$ cat src/hw/mips_defs.svh
`ifndef MIPS_DEFS_SVH
`define MIPS_DEFS_SVH

// ####################
// Memory map
// ####################

`define MIPS_RESET_PC     32'h4   // First instruction fetched after reset
`define MIPS_RAM_WORDS    64      // Covers the 8-bit loader byte address space

// ####################
// Timing and buffering
// ####################

`define MIPS_RAM_WAIT     2       // Cycles of waitrequest before readdata is good
`define MIPS_QUEUE_DEPTH  4       // Prefetch entries as a power of two

`endif

$ cat src/hw/avalon_if.sv
`timescale 1ns/100ps
`default_nettype none

// Read-only Avalon-MM instruction bus
interface avalon_if;

    logic [31:0] address;      // Byte address
    logic        read;
    logic        waitrequest;  // Slave stall, transfer completes when low
    logic [31:0] readdata;

    modport master (
        output address,
        output read,
        input  waitrequest,
        input  readdata
    );

    modport slave (
        input  address,
        input  read,
        output waitrequest,
        output readdata
    );

endinterface

`default_nettype wire

$ cat src/hw/avalon_ram.sv
`timescale 1ns/100ps
`default_nettype none

`include "mips_defs.svh"

module avalon_ram (
    input  logic        clk,
    input  logic        rst,
    avalon_if.slave     bus,
    input  logic        inst_input,   // Loader write strobe
    input  logic [7:0]  inst_addr,    // Loader byte address
    input  logic [31:0] instruction   // Loader write data
);

    localparam int ADDR_W = $clog2(`MIPS_RAM_WORDS);
    localparam int WAIT_W = $clog2(`MIPS_RAM_WAIT + 1);

    logic [31:0]       mem [`MIPS_RAM_WORDS];
    logic [WAIT_W-1:0] wait_cnt;
    logic              done;

    // ####################
    // Loader port
    // ####################

    always_ff @(posedge clk) begin
        if (inst_input) begin
            mem[inst_addr[ADDR_W+1:2]] <= instruction;  // Word index from byte address
        end
    end

    // ####################
    // Bus read port
    // ####################

    assign bus.waitrequest = bus.read && (wait_cnt != WAIT_W'(`MIPS_RAM_WAIT));
    assign bus.readdata    = mem[bus.address[ADDR_W+1:2]];
    assign done            = bus.read && !bus.waitrequest;

    always_ff @(posedge clk) begin
        if (rst) begin
            wait_cnt <= '0;
        end else if (done) begin
            wait_cnt <= '0;             // Ready for the next transfer
        end else if (bus.read) begin
            wait_cnt <= wait_cnt + 1'b1;
        end
    end

endmodule

`default_nettype wire

$ cat src/flat_wrapper.sv
// flat-port wrapper written by rule: the top's interface ports become plain ports
module avalon_ram_flat 
  (clk, rst, inst_input, inst_addr, instruction, bus_address, bus_read, bus_waitrequest, bus_readdata);
  avalon_if bus_i ();
  input  logic clk;
  input  logic rst;
  input  logic inst_input;
  input  logic [7:0] inst_addr;
  input  logic [31:0] instruction;
  input wire logic [$bits(bus_i.address)-1:0] bus_address;
  input wire logic [$bits(bus_i.read)-1:0] bus_read;
  output wire logic [$bits(bus_i.waitrequest)-1:0] bus_waitrequest;
  output wire logic [$bits(bus_i.readdata)-1:0] bus_readdata;
  assign bus_i.address = bus_address;
  assign bus_i.read = bus_read;
  assign bus_waitrequest = bus_i.waitrequest;
  assign bus_readdata = bus_i.readdata;
  avalon_ram u_core (.clk(clk), .rst(rst), .bus(bus_i), .inst_input(inst_input), .inst_addr(inst_addr), .instruction(instruction));
endmodule
$ cat config.mk
export PLATFORM = sky130hd
export DESIGN_NAME = avalon_ram_flat
export DESIGN_NICKNAME = d
export VERILOG_FILES = /design/src/hw/avalon_if.sv /design/src/hw/avalon_ram.sv /design/src/flat_wrapper.sv
export VERILOG_INCLUDE_DIRS = /design/src /design/src/hw
export SDC_FILE = /design/constraint.sdc
export NUM_CORES = 2
export LEC_CHECK = 0
export ABC_CLOCK_PERIOD_IN_PS = 3000
export BUFFER_PORTS_ARGS = -buffer_cell sky130_fd_sc_hd__buf_2
export CORE_UTILIZATION = 50
export DETAILED_ROUTE_END_ITERATION = 8
export GPL_TIMING_DRIVEN = 0
export PLACE_DENSITY_LB_ADDON = 0.15
export SKIP_CTS_REPAIR_TIMING = 1
export SLEW_MARGIN = 20
export SYNTH_ARGS = -nofsm -noshare
export SYNTH_HDL_FRONTEND = slang
export SYNTH_SLANG_ARGS = --single-unit
$ cat constraint.sdc
create_clock -name clk -period 3 [get_ports clk]
set_input_delay 0 -clock clk [delete_from_list [all_inputs] [get_ports clk]]
set_output_delay 0 -clock clk [all_outputs]
set_load 0.005 [all_outputs]
# Yosys cells after proc, flatten, opt, wreduce, memory -nomap -nowiden
# Memory sizes are Yosys's and may differ from the RTL's.
# Cells that the tools add are included.
# word_totals
out_inout_bits	33
inputBits	76
register_bits	2
word_cells	10
memories	1
ramBits	2048
# classes
n_mux	2
eq_ne	1
reduce_logical	4
addsub	1
# mem_list
memory	words	word_bits	rd	rd_ports_with_merged_regs	write_ports	line	text
u_core.mem	64	32	1	0	1	avalon_ram.sv:18	logic [31:0] mem [`MIPS_RAM_WORDS];
# op_table
cell	n
adder 2 x 1 -> 2 bit (second input constant)	1
logical AND 1 bit	2
2-to-1 mux 1 bit	2
inequality test 2 bit (second input constant)	1
OR reduction 2 bit	1
zero test 1 bit	1

# Longest topological paths before layout
# depth
word_depth	5
depth_mapped	10

# Worst setup path after synthesis
# OpenSTA, ideal clock, no wires.
# synth_path
kind	input to register
from	input inst_addr[5]
to	memory u_core.mem[48][0] (enable)
cell_stages	4
setup_time_ps	461
arrival_time_ps	2699
path_slack_ps	-160
path_cell_list	clkbuf_1 nor2b_1 nand4b_1 nor3_1
# synth_rtl
item	line	text
start, declared	flat_wrapper.sv:8	input logic [7:0] inst_addr;
end, declared	avalon_ram.sv:18	
# No word-level cell before the write port.

# Final worst setup path
# layout_path
from	input bus_address[3]
to	output bus_readdata[28]
# layout_via
elab_chain_cells	1
# layout_rtl
item	line	text
start, declared	flat_wrapper.sv:10	input wire logic [$bits(bus_i.address)-1:0] bus_address;
memory read (64 x 32 bit)	n/a	
end, declared	flat_wrapper.sv:13	output wire logic [$bits(bus_i.readdata)-1:0] bus_readdata;
# Every way passes these cells.

==> key figures <==
Worst setup path
  – CP startpoint: bus_address[3]
  – CP Max Fanout: 10
  – Setup CP Type: input port to primary output
  – Crit start category: input port
  – Worst reg2reg startpoint: u_core.wait_cnt[0]$_SDFFE_PP0P_
  – R2r setup slk: 1.45 ns
  – R2R depth: 6
  – Req. time, crit path: 3.00 ns
  – RR Endpoint: u_core.wait_cnt[1]$_SDFFE_PP0P_
  – Critical Path AT: 3.18 ns
  – Crit path capture type: primary output
  – CP Capture Point: bus_readdata[28]

Clock tree
  – Skew-Pair Late Insertion Delay: between 0.8 and 0.9 ns
  – CTS tree: done
  – # clock sinks: 2050
  – CTS Buffer Depth: 3
  – Num CTS Buffers: 202
  – Clock root buffer master: clkbuf_16
  – Clock slew at reported path FFs: 0.06 ns
  – CTS H-tree depth: 4

Floorplanning
  – Starting density of the core: 0.504
  – I/O pin count: 109
  – Die ar.: 0.157 mm²
  – Die Wd: 397 µm
  – Core Region: around 0.15 mm²
  – Die Y: roughly 400 µm
  – Num rows: 144

Power and ir drop
  – Static leakage: 28.8 nW
  – Cell Pwr Density: 662 mW/mm²
  – Worst vdd ir: just under 0.6 mV

Run status
  – Failing checks: DRC, setup timing
  – Status: finished with violations

Timing
  – Final WS setup: -0.176 ns
  – Max-slew violations: 0
  – Crit path time final: 3.18 ns
  – Clock Skew: 0.0000155 ns
  – Worst-Margin Slew: 1.10 ns
  – Final hold viol count: 0
  – RSZ-0062 raised after global routing: yes
  – Max Fclk: 0.315 GHz
  – Fin Setup TNS: -0.364 ns
  – Slew HR: 0.267
  – Setup violators final: 6
  – Final worst path period share: 1.06

Logic synthesis
  – Primary FF master, synth: edfxtp_1
  – Post-synth top area share: 0.790
  – Async set or reset register ratio after synthesis: 0
  – Syn avg cell area: 23.3 µm²
  – Cell area after synthesis: 0.0779 mm²
  – Yosys cell types: 40
  – Synth Warn #: 0
  – Mapped Cells: approximately 3300
  – EDFF count, synth: 2048
  – Yosys reg bits: ~2100
  – Dominant cells by area after synthesis: edfxtp_1 79%, mux4_2 15%, mux2i_1 1.3%
  – Net Count, Synth: 3420
  – Cell taking the most area after synthesis: edfxtp_1
  – Post-synthesis sequential area ratio: 0.790

Global routing
  – First-pass GRT wire length: 298000 µm
  – Vias in the first global route: about 39000
  – GRT overflow: 0
  – Initial antenna violation count: 4
  – All-layer global routing usage: 0.276
  – Largest net degree at the start of global routing: 65

Routing
  – Wire length per cell: 36.0 µm
  – Total wire length: about 220000 µm
  – DRC: 16
  – Avg Vias per Cell: 6.47
  – Vias: roughly 39000
  – Antenna-violating nets left: 0
  – DR pass1 iterations: 7
  – Initial drt markers: roughly 5000

Placed design
  – Number of port buffers: 73
  – DP Worst Slack: -0.936 ns
  – Post-DP HPWL: about 150000 µm
  – Placer Congestion: 0.873
  – Inst Count DP: around 5600

Layout
  – Nets: slightly below 4000
  – Final Non-Filler Cells: 5994
  – Core Util, Final: 0.593
  – Layout area overhead: 17.6%
  – Layout cells sized above 1: 0.314

Hold path
  – Class of the worst hold path: input port to register

Flow run
  – Max-Cap Viols: 0
==> cells in the mapped netlist (2+ instances only) <==
| cell type | number |
|---|---|
| o21a_1 | 4 |
| mux2_2 | 6 |
| buf_1 | 13 |
| buf_2 | 50 |
| nor2b_1 | 11 |
| nand2_1 | 48 |
| mux4_2 | 509 |
| edfxtp_1 | 2048 |
| nand3_1 | 5 |
| a221oi_1 | 16 |
| a22o_1 | 12 |
| buf_6 | 10 |
| or3_1 | 3 |
| dfxtp_1 | 2 |
| o22ai_1 | 126 |
| mux2i_1 | 102 |
| nor4_1 | 21 |
| nor2_1 | 99 |
| o21ai_0 | 23 |
| nor3_1 | 12 |
| a211oi_1 | 8 |
| nand4_1 | 2 |
| buf_4 | 45 |
| nand3b_1 | 4 |
| clkbuf_1 | 67 |
| nand2b_1 | 9 |
| o221ai_1 | 13 |
| a21oi_1 | 39 |
| o22a_1 | 11 |
| or2_2 | 2 |
| a2bb2oi_1 | 10 |
| or3b_2 | 2 |
| and2_1 | 4 |
==> power breakdown <==
part	internal [mW]	total, mW	switching (mW)
logic	1.19	3.30	2.11
clock network	15.0	25.6	10.6
registers	31.7	31.8	0.0463
==> through the flow <==
stage	power (mW)	instance area, µm²	hold slack (ns)
floorplan	33.9	77900	0.0724
global placement	35.4	80800	0.190
detailed placement	35.5	84200	0.191
CTS	60.8	90900	-0.691
global route	62.1	91600	0.00412
finish	60.7	91600	0.00234
==> worst max-delay path, cell delays in order <==
cell and delay, ns:
buf_2 0.11, buf_2 0.39, buf_4 0.39, clkbuf_4 0.43, buf_4 0.42, mux2i_1 0.22
a221oi_2 0.56, a21oi_1 0.26, nor2_1 0.23, buf_2 0.15
==> worst min-delay path by stage <==
| stage | to | cells after the start | start | slack, ns |
|---|---|---|---|---|
| after floorplan | u_core.wait_cnt[0]$_SDFFE_PP0P_ | 1 | rst | 0.07 |
| after global placement | u_core.wait_cnt[0]$_SDFFE_PP0P_ | 2 | rst | 0.19 |
| after detailed placement | u_core.wait_cnt[1]$_SDFFE_PP0P_ | 2 | rst | 0.19 |
| after CTS | u_core.wait_cnt[1]$_SDFFE_PP0P_ | 2 | rst | -0.69 |
| after global routing | u_core.mem[51][31]$_DFFE_PP_ | 3 | inst_addr[2] | 0.004 |
| final | u_core.mem[51][31]$_DFFE_PP_ | 3 | inst_addr[2] | 0.002 |
==> layer usage <==
layer / share of wire / track usage
met4: 0.036 / 0.103
met2: 0.47 / 0.429
met1: 0.38 / 0.382
met5: 0.00017 / 0
met3: 0.11 / 0.0680
==> state kept, by name, summed over array words and instances (netlist names) <==
register         cells
u_core.wait_cnt      2
u_core.mem        2048
==> placed cells by master, fill, tap and decap left out, types with 8 or more instances in the layout <==
master | netlist | routed
edfxtp_1 | 2048 | 2048
mux4_2 | 509 | 509
clkbuf_16 | 0 | 206
o22ai_1 | 126 | 123
mux2i_1 | 102 | 100
buf_2 | 50 | 82
buf_4 | 45 | 80
clkbuf_1 | 67 | 72
buf_16 | 0 | 65
nor2_4 | 0 | 62
clkinv_1 | 0 | 56
nand2_1 | 48 | 48
buf_12 | 0 | 43
nor2_1 | 99 | 37
a21oi_1 | 39 | 36
dlygate4sd3_1 | 0 | 36
clkbuf_2 | 0 | 35
clkinv_2 | 0 | 35
bufinv_16 | 0 | 29
o21ai_0 | 23 | 23
a221oi_1 | 16 | 14
o221ai_1 | 13 | 13
clkbuf_4 | 0 | 12
buf_6 | 10 | 12
a22o_1 | 12 | 12
nor4_4 | 0 | 11
nor2b_1 | 11 | 11
o22a_1 | 11 | 11
nand2b_1 | 9 | 9
nor4_2 | 0 | 9
a211oi_1 | 8 | 8
==> kinds of logic after synthesis <==
| group | Yosys count | synth area share |
|---|---|---|
| AO/OA/AOI/OAI | 265 | 0.0225 |
| buffers and inverters | 186 | 0.0129 |
| flip-flops | 2050 | 0.790 |
| multiplexers | 617 | 0.161 |
| adder cells (fa/ha/maj) | 1 | 0.000161 |
| AND/OR/NAND/NOR | 224 | 0.0132 |
==> final cells by class <==
type	count	area [µm²]
Buffer	185	1080
Fill cell	10532	62800
Inverter	1	3.75
Sequential cell	2050	61500
Timing Repair Buffer	230	3600
Antenna cell	4	10.0
Multi-Input combinational cell	1107	16100
Tap cell	2044	2560
Clock inverter	132	1400
Clock buffer	241	5290
No activity file was read; power rests on OpenSTA's default activity.
