--- src/hw/mips_defs.svh ---
`ifndef MIPS_DEFS_SVH
`define MIPS_DEFS_SVH

// ####################
// Memory map
// ####################

`define MIPS_RESET_PC     32'h4   // First instruction fetched after reset
`define MIPS_RAM_WORDS    64      // Covers the 8-bit loader byte address space

// ####################
// Timing and buffering
// ####################

`define MIPS_RAM_WAIT     2       // Cycles of waitrequest before readdata is good
`define MIPS_QUEUE_DEPTH  4       // Prefetch entries as a power of two

`endif

--- src/hw/mips_bus_pkg.sv ---
`default_nettype none

package mips_bus_pkg;

    // One prefetched instruction
    typedef struct packed {
        logic [31:0] pc;     // Byte address it was read from
        logic [31:0] instr;  // Raw instruction word
    } queue_entry_t;

    // Control transfer request from execute
    typedef struct packed {
        logic        valid;
        logic [31:0] target;
    } redirect_t;

endpackage

`default_nettype wire

--- src/hw/inst_queue.sv ---
`timescale 1ns/100ps
`default_nettype none

`include "mips_defs.svh"

module inst_queue import mips_bus_pkg::*; (
    input  logic         clk,
    input  logic         rst,
    input  logic         push,
    input  queue_entry_t push_entry,
    output logic         full,
    output logic         valid,
    input  logic         pop,
    output queue_entry_t pop_entry,
    input  logic         flush
);

    localparam int DEPTH = `MIPS_QUEUE_DEPTH;
    localparam int PTR_W = $clog2(DEPTH);

    queue_entry_t     mem [DEPTH];
    logic [PTR_W-1:0] wr_ptr;
    logic [PTR_W-1:0] rd_ptr;
    logic [PTR_W:0]   count;
    logic             do_push;
    logic             do_pop;

    assign full      = (count == (PTR_W+1)'(DEPTH));
    assign valid     = (count != '0);
    assign pop_entry = mem[rd_ptr];

    assign do_push = push && !full && !flush;  // Flush wins over push
    assign do_pop  = pop && valid;

    always_ff @(posedge clk) begin
        if (do_push) begin
            mem[wr_ptr] <= push_entry;
        end
    end

    always_ff @(posedge clk) begin
        if (rst || flush) begin
            wr_ptr <= '0;
            rd_ptr <= '0;
            count  <= '0;
        end else begin
            if (do_push) begin
                wr_ptr <= wr_ptr + 1'b1;  // Wraps since depth is a power of two
            end
            if (do_pop) begin
                rd_ptr <= rd_ptr + 1'b1;
            end
            case ({do_push, do_pop})
                2'b10:   count <= count + 1'b1;
                2'b01:   count <= count - 1'b1;
                default: count <= count;
            endcase
        end
    end

endmodule

`default_nettype wire

--- config.mk ---
export PLATFORM = sky130hd
export DESIGN_NAME = inst_queue
export DESIGN_NICKNAME = d
export VERILOG_FILES = /design/src/hw/mips_bus_pkg.sv /design/src/hw/inst_queue.sv
export VERILOG_INCLUDE_DIRS = /design/src /design/src/hw
export SDC_FILE = /design/constraint.sdc
export NUM_CORES = 1
export LEC_CHECK = 0
export ABC_CLOCK_PERIOD_IN_PS = 3350
export BUFFER_PORTS_ARGS = -buffer_cell sky130_fd_sc_hd__buf_4
export CORE_UTILIZATION = 40
export CTS_BUF_LIST = sky130_fd_sc_hd__clkbuf_2 sky130_fd_sc_hd__clkbuf_4 sky130_fd_sc_hd__clkbuf_8
export DETAILED_ROUTE_END_ITERATION = 7
export GPL_TIMING_DRIVEN = 0
export PLACE_DENSITY_LB_ADDON = 0.3
export SYNTH_ARGS = -nofsm -noshare
export SYNTH_HDL_FRONTEND = slang
export SYNTH_SLANG_ARGS = --single-unit
--- constraint.sdc ---
create_clock -name clk -period 3.35 [get_ports clk]
set_clock_uncertainty 0.2 [all_clocks]
set_input_delay 0.335 -clock clk [delete_from_list [all_inputs] [get_ports clk]]
set_output_delay 0.335 -clock clk [all_outputs]
set_load 0.03 [all_outputs]
=== Yosys cells after proc, flatten, opt, wreduce, memory -nomap -nowiden ===
Memories as Yosys holds them, arrays and structs flattened. A register that Yosys moved wholly into a read port is not among the register bits.
Cells that the tools add are included.

* Flip-flop bits (word level): 7
* Memories kept: 1
* Word-level logic and storage cells: 24
* Output and inout bits: 66
* Memory bits (writable): 256

{| class="wikitable"
|+ Memories
! name !! depth !! bits a word !! read ports !! clocked after Yosys merged registers in !! write ports !! line !! source
|-
| mem || 4 || 64 || 1 || 1 || 1 || inst_queue.sv:21 || <nowiki>queue_entry_t mem [DEPTH];</nowiki>
|}

* Muxes and demuxes: 5
* Equality and inequality tests: 3
* Reduce and logical (&&, ||, !) cells: 8
* Add/sub/neg operators: 4

{| class="wikitable"
|+ Operators by type and width
! cell !! number
|-
| $pmux 3 s2 || 1
|-
| $add 2x1->2 const B || 2
|-
| $mux 2 || 2
|-
| $add 3x1->3 const B || 1
|-
| $eq 3x3->1 const B || 1
|-
| $logic_and 1x1->1 || 3
|-
| $reduce_bool 3->1 || 1
|-
| $sub 3x1->3 const B || 1
|-
| $eq 2x1->1 const B || 1
|-
| $eq 2x2->1 const B || 1
|-
| $logic_not 1->1 || 2
|-
| $mux 1 || 2
|-
| $reduce_bool 2->1 || 1
|-
| $logic_or 1x1->1 || 1
|}

=== Longest topological paths before layout ===
* Word-level depth: 6
* Gate-level depth with buffers: 10

=== Worst setup path after synthesis ===
Ideal clock, no wire load.

* Path kind: register to register
* From: register count[2]
* To: memory mem[0][0] (netlist name) (enable)
* Cell stages (with the launch flop): 5
* Path buffers: 0
* Period minus slack after synthesis: 3.009 ns
* Library setup time: 0.429 ns
* Arrival: 2.380 ns
* Path slack: 0.341 ns
* Cell sequence: dfxtp_1 or3b_4 inv_2 nor3_2 and2_1

* Cells in the longest elaborated chain, start to end: 6

{| class="wikitable"
|+ Ends and longest elaborated chain
! what !! line !! source
|-
| start, declared || inst_queue.sv:24 || <nowiki>logic [PTR_W:0] count;</nowiki>
|-
| start signal, assigned || inst_queue.sv:54 || <nowiki>2'b10: count <= count + 1'b1;</nowiki>
|-
| start signal, assigned || inst_queue.sv:55 || <nowiki>2'b01: count <= count - 1'b1;</nowiki>
|-
| start signal, assigned || inst_queue.sv:56 || <nowiki>default: count <= count;</nowiki>
|-
| $eq 3x3->1 || inst_queue.sv:28 || <nowiki>assign full = (count == (PTR_W+1)'(DEPTH));</nowiki>
|-
| net full || inst_queue.sv:11 || <nowiki>output logic full,</nowiki>
|-
| $logic_not 1->1 || inst_queue.sv:32 || <nowiki>assign do_push = push && !full && !flush;</nowiki>
|-
| $logic_and 1x1->1 (2 in a row) || inst_queue.sv:32 ||
|-
| $mux 1 || inst_queue.sv:36 || <nowiki>if (do_push) begin</nowiki>
|-
| $mux 1 (not written as such) || inst_queue.sv:37 || <nowiki>mem[wr_ptr] <= push_entry;</nowiki>
|-
| end, declared || inst_queue.sv:21 ||
|}

The timed path passes the listed nets, and every way through them passes these cells.

=== Worst setup path in the final report ===
* From: register count[2]
* To: register count[2]

* Cells in the longest elaborated chain, start to end: 6

{| class="wikitable"
|+ Ends and longest elaborated chain
! what !! line !! source
|-
| $eq 3x3->1 || inst_queue.sv:28 ||
|-
| $logic_not 1->1 || inst_queue.sv:32 ||
|-
| $logic_and 1x1->1 (2 in a row) || inst_queue.sv:32 ||
|-
| $eq 2x1->1 or $eq 2x2->1 (tied branches) || inst_queue.sv:53 || <nowiki>case ({do_push, do_pop})</nowiki>
|-
| $pmux 3 s2 or $reduce_bool 2->1 (tied branches) || n/a ||
|}

Several ways; a longest one is shown, not always the timed one.
A chain may end at the register's enable or synchronous reset.

==> summary.md <==
| Metric | Value |
|---|---|
| Rel. slew slack | approximately three quarters |
| Detailed placement HPWL | about 11 mm |
| Leakage power | ~4.3 nW |
| Final instance area | about 13,000 µm² |
| Total GRT Usage | ~15% |
| Final setup viols | 0 |
| Maximum clock insertion buffer count | 3 |
| Tmin final | between 2 and 3 ns |
| Worst-path clk slew | ~0.060 ns |
| WP data arrival | between 2 and 3 ns |
| Layout cells sized above 1 | 42.6% |
| TritonCTS buffer count | 43 |
| CP top delay family | simple AND/OR/NAND/NOR gates |
| Hold Path Origin | pop |
| Root buffer cell | clkbuf_8 |
| DR iter-0 viols | about 210 |
| Min-delay worst type | in -> reg |
| Psw | around 0.0014 W |
| RSZ-0062 raised after global routing | false |
| Htree depth | 2 |
| Net Sw Frac | around 21% |
| Clk network pwr share | 39.0% |
| R2R Setup Slk | 0.75 ns |
| Power Dens Cells | 529 nW/µm² |
| Die H | 158 µm |
| Cell Chain, Critical Path | or3b_4 > inv_2 > nor3_2 > inv_1 > ha_1 > inv_1 > fa_1 > xor2_1 > or3_1 > a21oi_1 |
| Mean area per synthesized cell | 25.2 µm² |
| Startpoint types | flip-flop |
| Status | finished, final reports clean |
| Largest net degree at the start of global routing | between 50 and 60 |
| Die Span X | 158 µm |
| Cell Area, Synth | just under 10,000 µm² |
| Worst hold path depth | 4 |
| Reg2reg path depth | 10 |
| Routed len/inst | 18.5 µm |
| CTS sink cnt | 265 |
| Clk Latency, worst-skew pair | 0.52 ns |
| Logic gate share of total power | under 10% |
| Reg area | around 8000 µm² |
| Fmax | between 0.3 and 0.4 GHz |
| M1 GR Usage | between 15 and 20% |
| Placed Area | ~11,000 µm² |
| WP buf/inv | 3 |
| Routed wire length | between 15 and 20 mm |
| Synthesized net count | between 400 and 500 |
| Worst reg2reg path startpoint | count[2] |
| Post-route ant nets | 0 |
| YS warnings | 0 |
| Crit path largest cell delay | approximately 0.43 ns |
| Ports | around 140 |
| Hold Fails Final Rpt | 0 |
| Req. time, crit path | 3.60 ns |
| Vias per inst | between 4 and 5 |
| Initial antenna violation count | 0 |
| Max Cap Viol | 0 |
| RePlAce Congestion | approximately 0.73 |
| Starting Density | roughly two fifths |
| Area delta synth->final | 30.6% |
| Nets@finish | a little over 700 |
| Register area share after synthesis | roughly 80% |
| Post-route DRC | 0 |
| Global routing usage on met3 | about 4.0% |
| Int Power | ~0.0054 W |
| Cell variety after synth | 28 |
| Via count | ~4,800 |
| Row count | 56 |
| # port buffers | between 100 and 150 |
| TritonCTS clock tree | built |
| Max IR drop VDD | 0.000311 V |
| Fin util | approximately 54% |
| Drt first pass iters | 4 |
| CP max stage cell | or3b_4 |
| Vias in the first global route | slightly above 5,000 |
| Mapped Cells | 388 |
| GRT Max-Usage Layer | met2 |
| Reg2reg end | count[2] |
| Filler cell count in the final layout | approximately 1,800 |
| Total global routing overflow | 0 |
| DIE AREA | 25,100 µm² |
| Endpoint class of the critical path | flip-flop |
| Area of the multi-input gates | between 1500 and 2000 µm² |
| First-pass GRT wire length | about 28 mm |
| Routing usage on met2 | 25.3% |
| Dpl cells | 845 |
| Sequential share of power | between 50% and 60% |
| Max-slew violation total from the final report | 0 |
| Critical-path maximum fanout | 6 |
| Worst-Margin Slew | roughly 0.39 ns |
| Crit-path most repeated cell | inv_1 |
| Setup Fix Bufs, Post-CTS | 0 |
| CP Class | reg -> reg |
| N_diodes | 0 |
| Total negative setup slack | 0 ns |
| Synthesized flop and latch total | 265 |
| Finished Layout Cells | about 990 |
| Core area | 23,800 µm² |
| Final Cycle Share | between 70% and 80% |
[tightest hold or removal path, cell delays in order]
cell and delay (ns):
buf_4 0.11, o311ai_0 0.11, xor2_1 0.08, nor2_1 0.11
[state kept, by name, summed over array words and instances (netlist names), named ones only]
register  count
mem         256
count         3
rd_ptr        2
wr_ptr        2
[area by class of cell]
| type | count | area share [%] |
|---|---|---|
| Buffer | 15 | 1.33 |
| Clock buffer | 58 | 5.65 |
| Clock inverter | 18 | 0.792 |
| Inverter | 8 | 0.235 |
| Multi-Input combinational cell | 100 | 13.6 |
| Sequential cell | 265 | 61.5 |
| Tap cell | 319 | 3.12 |
| Timing Repair Buffer | 203 | 13.8 |
[worst max path at each step]
stage                   start            to  slack, ns  cells after the start
floorplan            count[2]     mem[0][0]       0.34                      4
global placement     count[2]    mem[1][13]      -0.83                      4
detailed placement   count[2]      count[2]       0.78                     10
CTS                 flip-flop  pop_entry[6]       0.71                      4
global route        flip-flop  pop_entry[6]       0.64                      4
finish               count[2]      count[2]       0.75                     10
[routing by layer]
layer  vias to the layer above  share of wire, %
met5                         -                 0
li1                       2154                 -
met1                      2480                42
met3                        36               5.2
met4                         0               2.0
met2                       130                51
[cell families after synthesis]
| family | share of synthesized area (%) |
|---|---|
| flip-flops | 80.3 |
| multiplexers | 14.9 |
| buffers and inverters | 2.04 |
| AND/OR/NAND/NOR | 0.996 |
| AO/OA/AOI/OAI | 0.575 |
| adder cells (fa/ha/maj) | 0.843 |
| XOR/XNOR | 0.358 |
[repair_timing]
action / CTS / global route
resized for setup: 0 / 0
hold endpoints to repair: 258 / 0
hold buffers: 65 / 0
[cell usage after synthesis]
| library cell | number | area share (%) |
|---|---|---|
| o21ai_1 | 2 | 0.10 |
| buf_6 | 1 | 0.11 |
| inv_2 | 1 | 0.038 |
| xnor2_1 | 1 | 0.089 |
| buf_12 | 6 | 1.2 |
| dfxtp_1 | 9 | 1.8 |
| or3_1 | 2 | 0.13 |
| fa_1 | 1 | 0.20 |
| mux4_2 | 60 | 14 |
| or2_2 | 1 | 0.064 |
| buf_2 | 6 | 0.31 |
| a21oi_1 | 3 | 0.15 |
| o31a_1 | 1 | 0.089 |
| ha_1 | 5 | 0.64 |
| xor2_1 | 3 | 0.27 |
| inv_1 | 7 | 0.27 |
| o21ai_0 | 1 | 0.051 |
| clkbuf_1 | 1 | 0.038 |
| o311ai_0 | 1 | 0.089 |
| a21oi_2 | 1 | 0.089 |
| nand3_1 | 2 | 0.10 |
| mux4_1 | 4 | 1.1 |
| edfxtp_1 | 256 | 78 |
| and2_1 | 4 | 0.26 |
| clkbuf_2 | 1 | 0.051 |
| or3b_4 | 1 | 0.11 |
| nor2_1 | 6 | 0.23 |
| nor3_2 | 1 | 0.10 |
[metrics by stage]
stage                     worst slack, ns  hold slack [ns]  power [W]
after CTS                           0.705           0.0387    0.00686
final                               0.755           0.0706    0.00677
after global placement             -0.834            0.300    0.00412
after global routing                0.643           0.0677    0.00703
after detailed placement            0.784            0.332    0.00414
after floorplan                     0.341            0.234    0.00395
[placed cells by master (no fill, tap or decap), types with 7 or more instances in the layout]
cell,count
buf_4,134
clkbuf_4,12
clkbuf_8,46
clkinv_1,13
dfxtp_1,9
dlygate4sd3_1,65
edfxtp_1,256
inv_1,7
mux4_2,60
[power groups by stage]
stage	combinational [W]	sequential [W]	clock, W
3_3_place_gp	0.000344	0.00378	0
4_1_cts	0.000428	0.00370	0.00272
2_1_floorplan	0.000178	0.00377	0
3_5_place_dp	0.000365	0.00377	0
6_report	0.000423	0.00370	0.00264
5_1_grt	0.000452	0.00371	0.00287
No activity file was read; power rests on OpenSTA's default activity.
