===== src/hw/mips_defs.svh =====
`ifndef MIPS_DEFS_SVH
`define MIPS_DEFS_SVH

// ####################
// Memory map
// ####################

`define MIPS_RESET_PC     32'h4   // First instruction fetched after reset
`define MIPS_RAM_WORDS    64      // Covers the 8-bit loader byte address space

// ####################
// Timing and buffering
// ####################

`define MIPS_RAM_WAIT     2       // Cycles of waitrequest before readdata is good
`define MIPS_QUEUE_DEPTH  4       // Prefetch entries as a power of two

`endif


===== src/hw/mips_isa_pkg.sv =====
`default_nettype none

package mips_isa_pkg;

    // Primary opcode field
    typedef enum logic [5:0] {
        OP_SPECIAL = 6'h00,  // R-type selected by funct
        OP_REGIMM  = 6'h01,  // Selected by rt
        OP_BEQ     = 6'h04,
        OP_BNE     = 6'h05,
        OP_ADDIU   = 6'h09
    } opcode_e;

    // Function field of SPECIAL
    typedef enum logic [5:0] {
        FN_JR   = 6'h08,
        FN_ADDU = 6'h21,
        FN_SUBU = 6'h23,
        FN_OR   = 6'h25
    } funct_e;

    // rt field of REGIMM
    typedef enum logic [4:0] {
        RI_BLTZ = 5'h00,
        RI_BGEZ = 5'h01
    } regimm_e;

    // Field view of one instruction word with the immediate in bits 15:0
    typedef struct packed {
        opcode_e    op;
        logic [4:0] rs;
        logic [4:0] rt;
        logic [4:0] rd;
        logic [4:0] shamt;
        funct_e     funct;
    } instr_t;

endpackage

`default_nettype wire


===== src/hw/mips_bus_pkg.sv =====
`default_nettype none

package mips_bus_pkg;

    // One prefetched instruction
    typedef struct packed {
        logic [31:0] pc;     // Byte address it was read from
        logic [31:0] instr;  // Raw instruction word
    } queue_entry_t;

    // Control transfer request from execute
    typedef struct packed {
        logic        valid;
        logic [31:0] target;
    } redirect_t;

endpackage

`default_nettype wire


===== src/hw/mips_exec.sv =====
`timescale 1ns/100ps
`default_nettype none

module mips_exec import mips_isa_pkg::*, mips_bus_pkg::*; (
    input  logic         clk,
    input  logic         rst,
    input  logic         valid,
    input  queue_entry_t entry,
    output logic         pop,
    output redirect_t    redirect,
    output logic         active,
    output logic [31:0]  register_v0
);

    logic [31:0] regs [32];
    instr_t      ir;
    logic [31:0] simm;
    logic [31:0] rs_val;
    logic [31:0] rt_val;
    logic        wr_en;
    logic [4:0]  wr_idx;
    logic [31:0] wr_data;
    logic        take;          // This instruction transfers control
    logic [31:0] target;
    logic        pend_valid;    // Transfer waiting for its delay slot
    logic [31:0] pend_target;
    logic        halt;
    logic        halted;

    // ####################
    // Decode and operands
    // ####################

    assign ir     = instr_t'(entry.instr);
    assign simm   = {{16{entry.instr[15]}}, entry.instr[15:0]};
    assign rs_val = (ir.rs == 5'd0) ? 32'd0 : regs[ir.rs];  // $zero
    assign rt_val = (ir.rt == 5'd0) ? 32'd0 : regs[ir.rt];

    assign pop         = valid && active;
    assign register_v0 = regs[2];

    always_comb begin
        wr_en   = 1'b0;
        wr_idx  = ir.rt;
        wr_data = 32'd0;
        take    = 1'b0;
        target  = entry.pc + 32'd4 + {simm[29:0], 2'b00};  // Branch offset in words
        case (ir.op)
            OP_ADDIU: begin
                wr_en   = 1'b1;
                wr_data = rs_val + simm;
            end
            OP_SPECIAL: begin
                wr_idx = ir.rd;
                case (ir.funct)
                    FN_ADDU: begin
                        wr_en   = 1'b1;
                        wr_data = rs_val + rt_val;
                    end
                    FN_SUBU: begin
                        wr_en   = 1'b1;
                        wr_data = rs_val - rt_val;
                    end
                    FN_OR: begin
                        wr_en   = 1'b1;
                        wr_data = rs_val | rt_val;
                    end
                    FN_JR: begin
                        take   = 1'b1;
                        target = rs_val;
                    end
                    default: ;  // No-op
                endcase
            end
            OP_BEQ: take = (rs_val == rt_val);
            OP_BNE: take = (rs_val != rt_val);
            OP_REGIMM: begin
                case (ir.rt)
                    RI_BLTZ: take = rs_val[31];
                    RI_BGEZ: take = !rs_val[31];
                    default: ;
                endcase
            end
            default: ;  // Unsupported encodings do nothing
        endcase
    end

    // ####################
    // Delay slot and halt
    // ####################

    // The pending transfer is issued while the delay slot is popped
    assign redirect.valid  = pop && pend_valid && (pend_target != 32'd0);
    assign redirect.target = pend_target;
    assign halt            = pop && pend_valid && (pend_target == 32'd0);

    always_ff @(posedge clk) begin
        if (rst) begin
            pend_valid <= 1'b0;
        end else if (pop) begin
            pend_valid <= take;
        end
    end

    always_ff @(posedge clk) begin
        if (pop && take) begin
            pend_target <= target;
        end
    end

    always_ff @(posedge clk) begin
        if (rst) begin
            active <= 1'b0;
            halted <= 1'b0;
        end else if (halt) begin
            active <= 1'b0;
            halted <= 1'b1;  // Stays down until the next reset
        end else begin
            active <= !halted;
        end
    end

    // Registers restart from zero for every program
    always_ff @(posedge clk) begin
        if (rst) begin
            for (int i = 0; i < 32; i++) begin
                regs[i] <= 32'd0;
            end
        end else if (pop && wr_en && (wr_idx != 5'd0)) begin
            regs[wr_idx] <= wr_data;
        end
    end

endmodule

`default_nettype wire


===== config.mk =====
export PLATFORM = sky130hd
export DESIGN_NAME = mips_exec
export DESIGN_NICKNAME = d
export VERILOG_FILES = /design/src/hw/mips_defs.svh /design/src/hw/mips_isa_pkg.sv /design/src/hw/mips_bus_pkg.sv /design/src/hw/mips_exec.sv
export SDC_FILE = /design/constraint.sdc
export NUM_CORES = 2
export LEC_CHECK = 0
export BUFFER_PORTS_ARGS = -buffer_cell sky130_fd_sc_hd__buf_2
export CAP_MARGIN = 20
export CORE_MARGIN = 4
export CORE_UTILIZATION = 45
export DETAILED_ROUTE_END_ITERATION = 8
export GPL_ROUTABILITY_DRIVEN = 0
export SYNTH_ARGS = -nofsm -noshare
export SYNTH_HDL_FRONTEND = slang
export SYNTH_SLANG_ARGS = --single-unit
export TNS_END_PERCENT = 5

===== constraint.sdc =====
create_clock -name clk -period 8.91 [get_ports clk]
set_clock_uncertainty 0.05 [all_clocks]
set_input_delay 0.4455 -clock clk [delete_from_list [all_inputs] [get_ports clk]]
set_output_delay 0.4455 -clock clk [all_outputs]
set_load 0.005 [all_outputs]

# Yosys cells after proc, flatten, opt, wreduce, memory -nomap -nowiden
# Memories as Yosys holds them, arrays and structs flattened.
# Cells that the tools add are included.
# totals
wordCells	60
ff_bits	35
inputBits	67
out_inout_bits	67
ramBits	1024
n_memories	1
# op_classes
reduce_logical	18
eq_ne	11
addsub	5
bitwise	1
n_mux	20
# mem_list
memory	depth	word_bits	read_ports	rd_ports_with_merged_regs	wr	line	rtl
regs	32	32	3	0	32	mips_exec.sv:15	logic [31:0] regs [32];
# op_table
op	n
$mux W32	5
$add A32 B32 Y32	3
$pmux W32 S3	1
$pmux W32 S2	1
$add A32 B3 Y32 const B	1
$eq A32 B32 Y1	1
$logic_not A32 Y1	1
$ne A32 B32 Y1	1
$or A32 B32 Y32	1
$reduce_bool A32 Y1	1
$reduce_or A32 Y1	1
$sub A32 B32 Y32	1
$eq A6 B6 Y1 const B	3
$eq A6 B3 Y1 const B	2
$eq A6 B4 Y1 const B	2
$logic_not A5 Y1	2
$mux W5	2
$mux W1	8
$logic_and A1 B1 Y1	7
$eq A6 B1 Y1 const B	1
$logic_not A6 Y1	1
$eq A5 B1 Y1 const B	1
$reduce_bool A5 Y1	1
$pmux W1 S2	2
4 further kinds	5

# Logic depth before layout (Yosys ltp)
# depth
word_depth	11
mapped_depth	34
mapped_depth_nobuf	23

# Worst setup path after synthesis
# OpenSTA, ideal clock, no wires.
# synth_path
kind	in2reg
startpoint	in entry[16] in the netlist's numbering
endpoint	reg pend_target[0] (enable)
arrival_ns	7.981
path_stages	25
setup_time_ns	0.463
n_path_buf	10
path_slack_ns	0.415
required_time_ns	8.397
cell_sequence	buf_4 -> buf_4 -> buf_4 -> buf_4 -> buf_4 -> buf_2 -> buf_2 -> clkbuf_1 -> buf_1 -> mux4_2 -> nand2_1 -> nand2_1 -> a21oi_1 -> o22a_1 -> ha_1 -> clkbuf_1 -> and3_1 -> nand3_1 -> nor2_1 -> nand4_1 -> nor4_1 -> nand3b_1 -> xnor2_1 -> a221oi_1 -> nor3_1
# synth_between
elab_chain_cells	5
elab_cells_between_ends	9
classes_between	eq/ne (3); mux (3); reduce/logical (2); memory (1)
# synth_lines
item	line	rtl
start, declared	mips_exec.sv:8	input queue_entry_t entry,
$mem_v2 Z32 W32 or $logic_not A5 Y1 (tied branches)	--	
$mux W32	mips_exec.sv:37	assign rt_val = (ir.rt == 5'd0) ? 32'd0 : regs[ir.rt];
$ne A32 B32 Y1 or $eq A32 B32 Y1 (tied branches)	mips_exec.sv:76, mips_exec.sv:75	
$pmux W1 S4 *	mips_exec.sv:48	case (ir.op)
$logic_and A1 B1 Y1 *	mips_exec.sv:106	if (pop && take) begin
end signal, assigned	mips_exec.sv:107	pend_target <= target;
end, declared	mips_exec.sv:26	logic [31:0] pend_target;
# Every way passes the cells marked *; elsewhere a longest branch is shown, timed or not.
# A chain may end at the register's enable or synchronous reset.

==> impl_metrics.ini <==
[clocking]
postCtsSetupBuffers = 0
numCtsBuffers = 114
cts_tree = yes
clock_latency_ns = 0.75
h-tree-depth = 3
clock-sinks = 1059
root_buffer = clkbuf_16
clkTransAtPathRegs_ns = 0.06
cts_buffer_depth = 3

[routing]
via_per_inst = 6.72
drtPass1Iterations = 7
wl_um = 230000
num_vias = 45800
drc_errors = 0
wl_per_cell_um = 33.8
antenna_left = 0
drtIter0Drc = 7075

[global_route]
antenna_found_initial = 6
grt_overflow = 0
grt_pass1_vias = 44100
grt_pass1_wl_um = 323000
grt_use_total_pct = 31.8
grt_start_max_net_pins = 74

[die]
die_x_um = 378
die_area_um2 = 143000
core_area_um2 = 136000
rows = 135
die-height_um = 378
initial_utilization_pct = 45.4
io_pins = 134

[yosys]
syn-instance-count = 4912
ys_seq_area_share_pct = 51.5
synthFlopType = edfxtp_1
yosys_warnings = 0
synth.avg_cell_area_um2 = 12.6
synth.distinct_cells = 104
syn_area_um2 = 61700
async_reset_ff_share_pct = 0
ys_ff_latch = 1059
synth_edf_count = 1056

[setup_path]
crit_buf_inv = 4
crit_path_end_kind = flip-flop
critical_path.max_stage_delay_ns = 0.69
cp.required_ns = 9.32
path_common_cell = a21oi_1
path_cells = buf_2 > clkinv_2 > mux4_2 > nand2_1 > a21oi_1 > inv_1 > fa_1 > nand2b_1 > and3_1 > a32oi_1 > o21ai_0 > a2111oi_4 > o31ai_1 > a21oi_2 > a31oi_1 > o32ai_2 > o21ai_1 > a21oi_1 > xnor2_1 > a221oi_4 > buf_4 > nor2_1
cp_max_fo = 31
slowest_stage = clkinv_2
worstSetupPathType = input pin to flip-flop
critical_path.top_delay_family = compound AO/OA/AOI/OAI gates
arrival_ns = 7.29
start_kind = input pin

[sta]
rsz0062_at_grt = false
drv_slew = 0
hold-worst-slack_ns = 0.138
min_period_over_period_pct = 77.3
tns_ns = 0
hold_viol_final = 0
fin_ws_ns = 2.03
slew_headroom_pct = 22.4
setup_viol = 0
fin_crit_ns = 6.88
max_freq_ghz = 0.145
tightest_slew_ns = 1.16

[placed_design]
portBuffers = 133
placed_area_um2 = 64700
preCtsSetupSlack_ns = 1.48
dp_hpwl_um = 145000

[power]
power.total_mw = 12.5
pwr-share-seq_pct = 45.9
power.internal_mw = 8.99
ir_drop_mv = 0.174
power.share.switching_pct = 28.1
p_leak_nw = 23.7
pwr-share-comb_pct = 18.0
p_sw_mw = 3.52
p_per_area_nw_per_um2 = 184
p_clk_share_pct = 36.2

[min_path]
hp-class = input pin to flip-flop

[cells_and_area]
areaGrowthSynthToFinish_pct = 10.6
fin_nets = 5174
final_cell_mix = nor2_1 (1,170), edfxtp_1 (1,056), mux4_2 (496)
final_area_um2 = 68200
mostFrequentLayoutCell = nor2_1
drive_gt1_share_pct = 22.9

[flow_run]
drv_cap = 0

[outcome]
status = finished clean
final timing paths:
| kind | startpoint | endpoint | slack, ns | depth (start not counted) |
|---|---|---|---|---|
| setup / recovery | entry[23] | regs[1][30] | 2.03 | 22 |
| hold / removal | entry[34] | pend_target[2] | 0.14 | 4 |
| setup reg to reg | regs[2][0] | regs[1][28] | 2.26 | 22 |
| hold reg to reg | halted | active | 0.44 | 2 |
per-stage QoR:
stage          utilization [%]  instances
2_1_floorplan                -       4943
3_3_place_gp              47.6       6605
4_1_cts                   50.2       6811
6_report                  50.2       6816
5_1_grt                   50.2       6812
3_5_place_dp              47.7       6606
layer usage:
layer,GRT usage [%],vias up,part of all wire (%)
met1,42.9,23100,37
met2,48.1,3543,44
met4,12.7,4,4.6
met3,9.82,620,14
li1,-,18500,-
met5,0,-,0.010
cells by family (layout without fill, tap and decap cells):
kind of cell | after synthesis | after routing | synth area share, %
AO/OA/AOI/OAI | 628 | 628 | 6.95
XOR/XNOR | 96 | 96 | 1.38
adder cells (fa/ha/maj) | 165 | 165 | 3.39
buffers and inverters | 547 | 635 | 3.89
flip-flops | 1059 | 1059 | 51.5
multiplexers | 669 | 669 | 21.0
other | 1 | 36 | 0.00608
AND/OR/NAND/NOR | 1747 | 1747 | 11.9
registers in the layout, indices dropped and copies added (netlist names):
signal	count
pend_target	32
halted	1
active	1
regs	1024
pend_valid	1
area by class of cell:
type	count	area [µm²]
multi-input combinational	3337	28100
tap	1781	2230
sequential	1059	31800
timing repair buffer	328	2290
inverter	104	394
antenna	4	10.0
fill	11700	67600
clock buffer	146	3020
clock inverter	57	410
worst register-to-register path: stages (launching register included):
cell and delay (ns):
edfxtp_1 0.45, mux4_2 0.56, mux4_2 0.54, nand2_1 0.26
a21oi_1 0.16, ha_1 0.23, inv_1 0.08, fa_1 0.26
nand2b_1 0.10, and3_1 0.18, a32oi_1 0.42, o21ai_0 0.39
a2111oi_4 0.43, o31ai_1 0.18, a21oi_2 0.32, a31oi_1 0.17
o32ai_2 0.29, o21bai_1 0.11, a21oi_1 0.22, xnor2_1 0.13
a221oi_4 0.32, buf_4 0.39, nor2_1 0.12
Yosys cell counts (10+ instances only):
| master | number | area share (%) |
|---|---|---|
| a211oi_1 | 13 | 0.16 |
| a21o_1 | 29 | 0.35 |
| a21oi_1 | 204 | 1.7 |
| a221oi_1 | 18 | 0.26 |
| a22o_1 | 18 | 0.26 |
| a22oi_1 | 52 | 0.63 |
| a31oi_1 | 21 | 0.21 |
| and2_1 | 13 | 0.13 |
| and3_1 | 24 | 0.24 |
| buf_1 | 33 | 0.20 |
| buf_2 | 48 | 0.39 |
| buf_4 | 28 | 0.34 |
| buf_6 | 15 | 0.27 |
| clkbuf_1 | 313 | 1.9 |
| edfxtp_1 | 1056 | 51 |
| ha_1 | 159 | 3.2 |
| inv_1 | 95 | 0.58 |
| mux2_2 | 30 | 0.55 |
| mux2i_1 | 142 | 2.3 |
| mux4_2 | 496 | 18 |
| nand2_1 | 276 | 1.7 |
| nand2b_1 | 61 | 0.62 |
| nand3_1 | 37 | 0.30 |
| nand4_1 | 14 | 0.14 |
| nor2_1 | 1171 | 7.1 |
| nor2b_1 | 30 | 0.30 |
| nor3_1 | 39 | 0.32 |
| nor4_1 | 21 | 0.21 |
| o21a_1 | 15 | 0.18 |
| o21ai_0 | 73 | 0.59 |
| o21bai_1 | 12 | 0.15 |
| o221ai_1 | 13 | 0.18 |
| o22a_1 | 12 | 0.17 |
| o22ai_1 | 38 | 0.39 |
| o31ai_1 | 12 | 0.15 |
| or2_2 | 12 | 0.12 |
| or3_1 | 10 | 0.10 |
| xnor2_1 | 66 | 0.94 |
| xor2_1 | 29 | 0.41 |
repair_timing:
item | 4_1_cts | 5_1_grt
gates resized for setup | 0 | 0
endpoints found under the hold margin | 2 | 0
hold buffers | 2 | 0
power by group through the flow:
stage | Clock [mW] | Combinational, mW | Sequential, mW
2_1_floorplan | 0 | 1.48 | 5.80
3_3_place_gp | 0 | 2.17 | 5.83
3_5_place_dp | 0 | 2.18 | 5.84
4_1_cts | 4.54 | 2.19 | 5.74
5_1_grt | 4.75 | 2.36 | 5.75
6_report | 4.53 | 2.25 | 5.74
(Power assumes the default switching activity.)
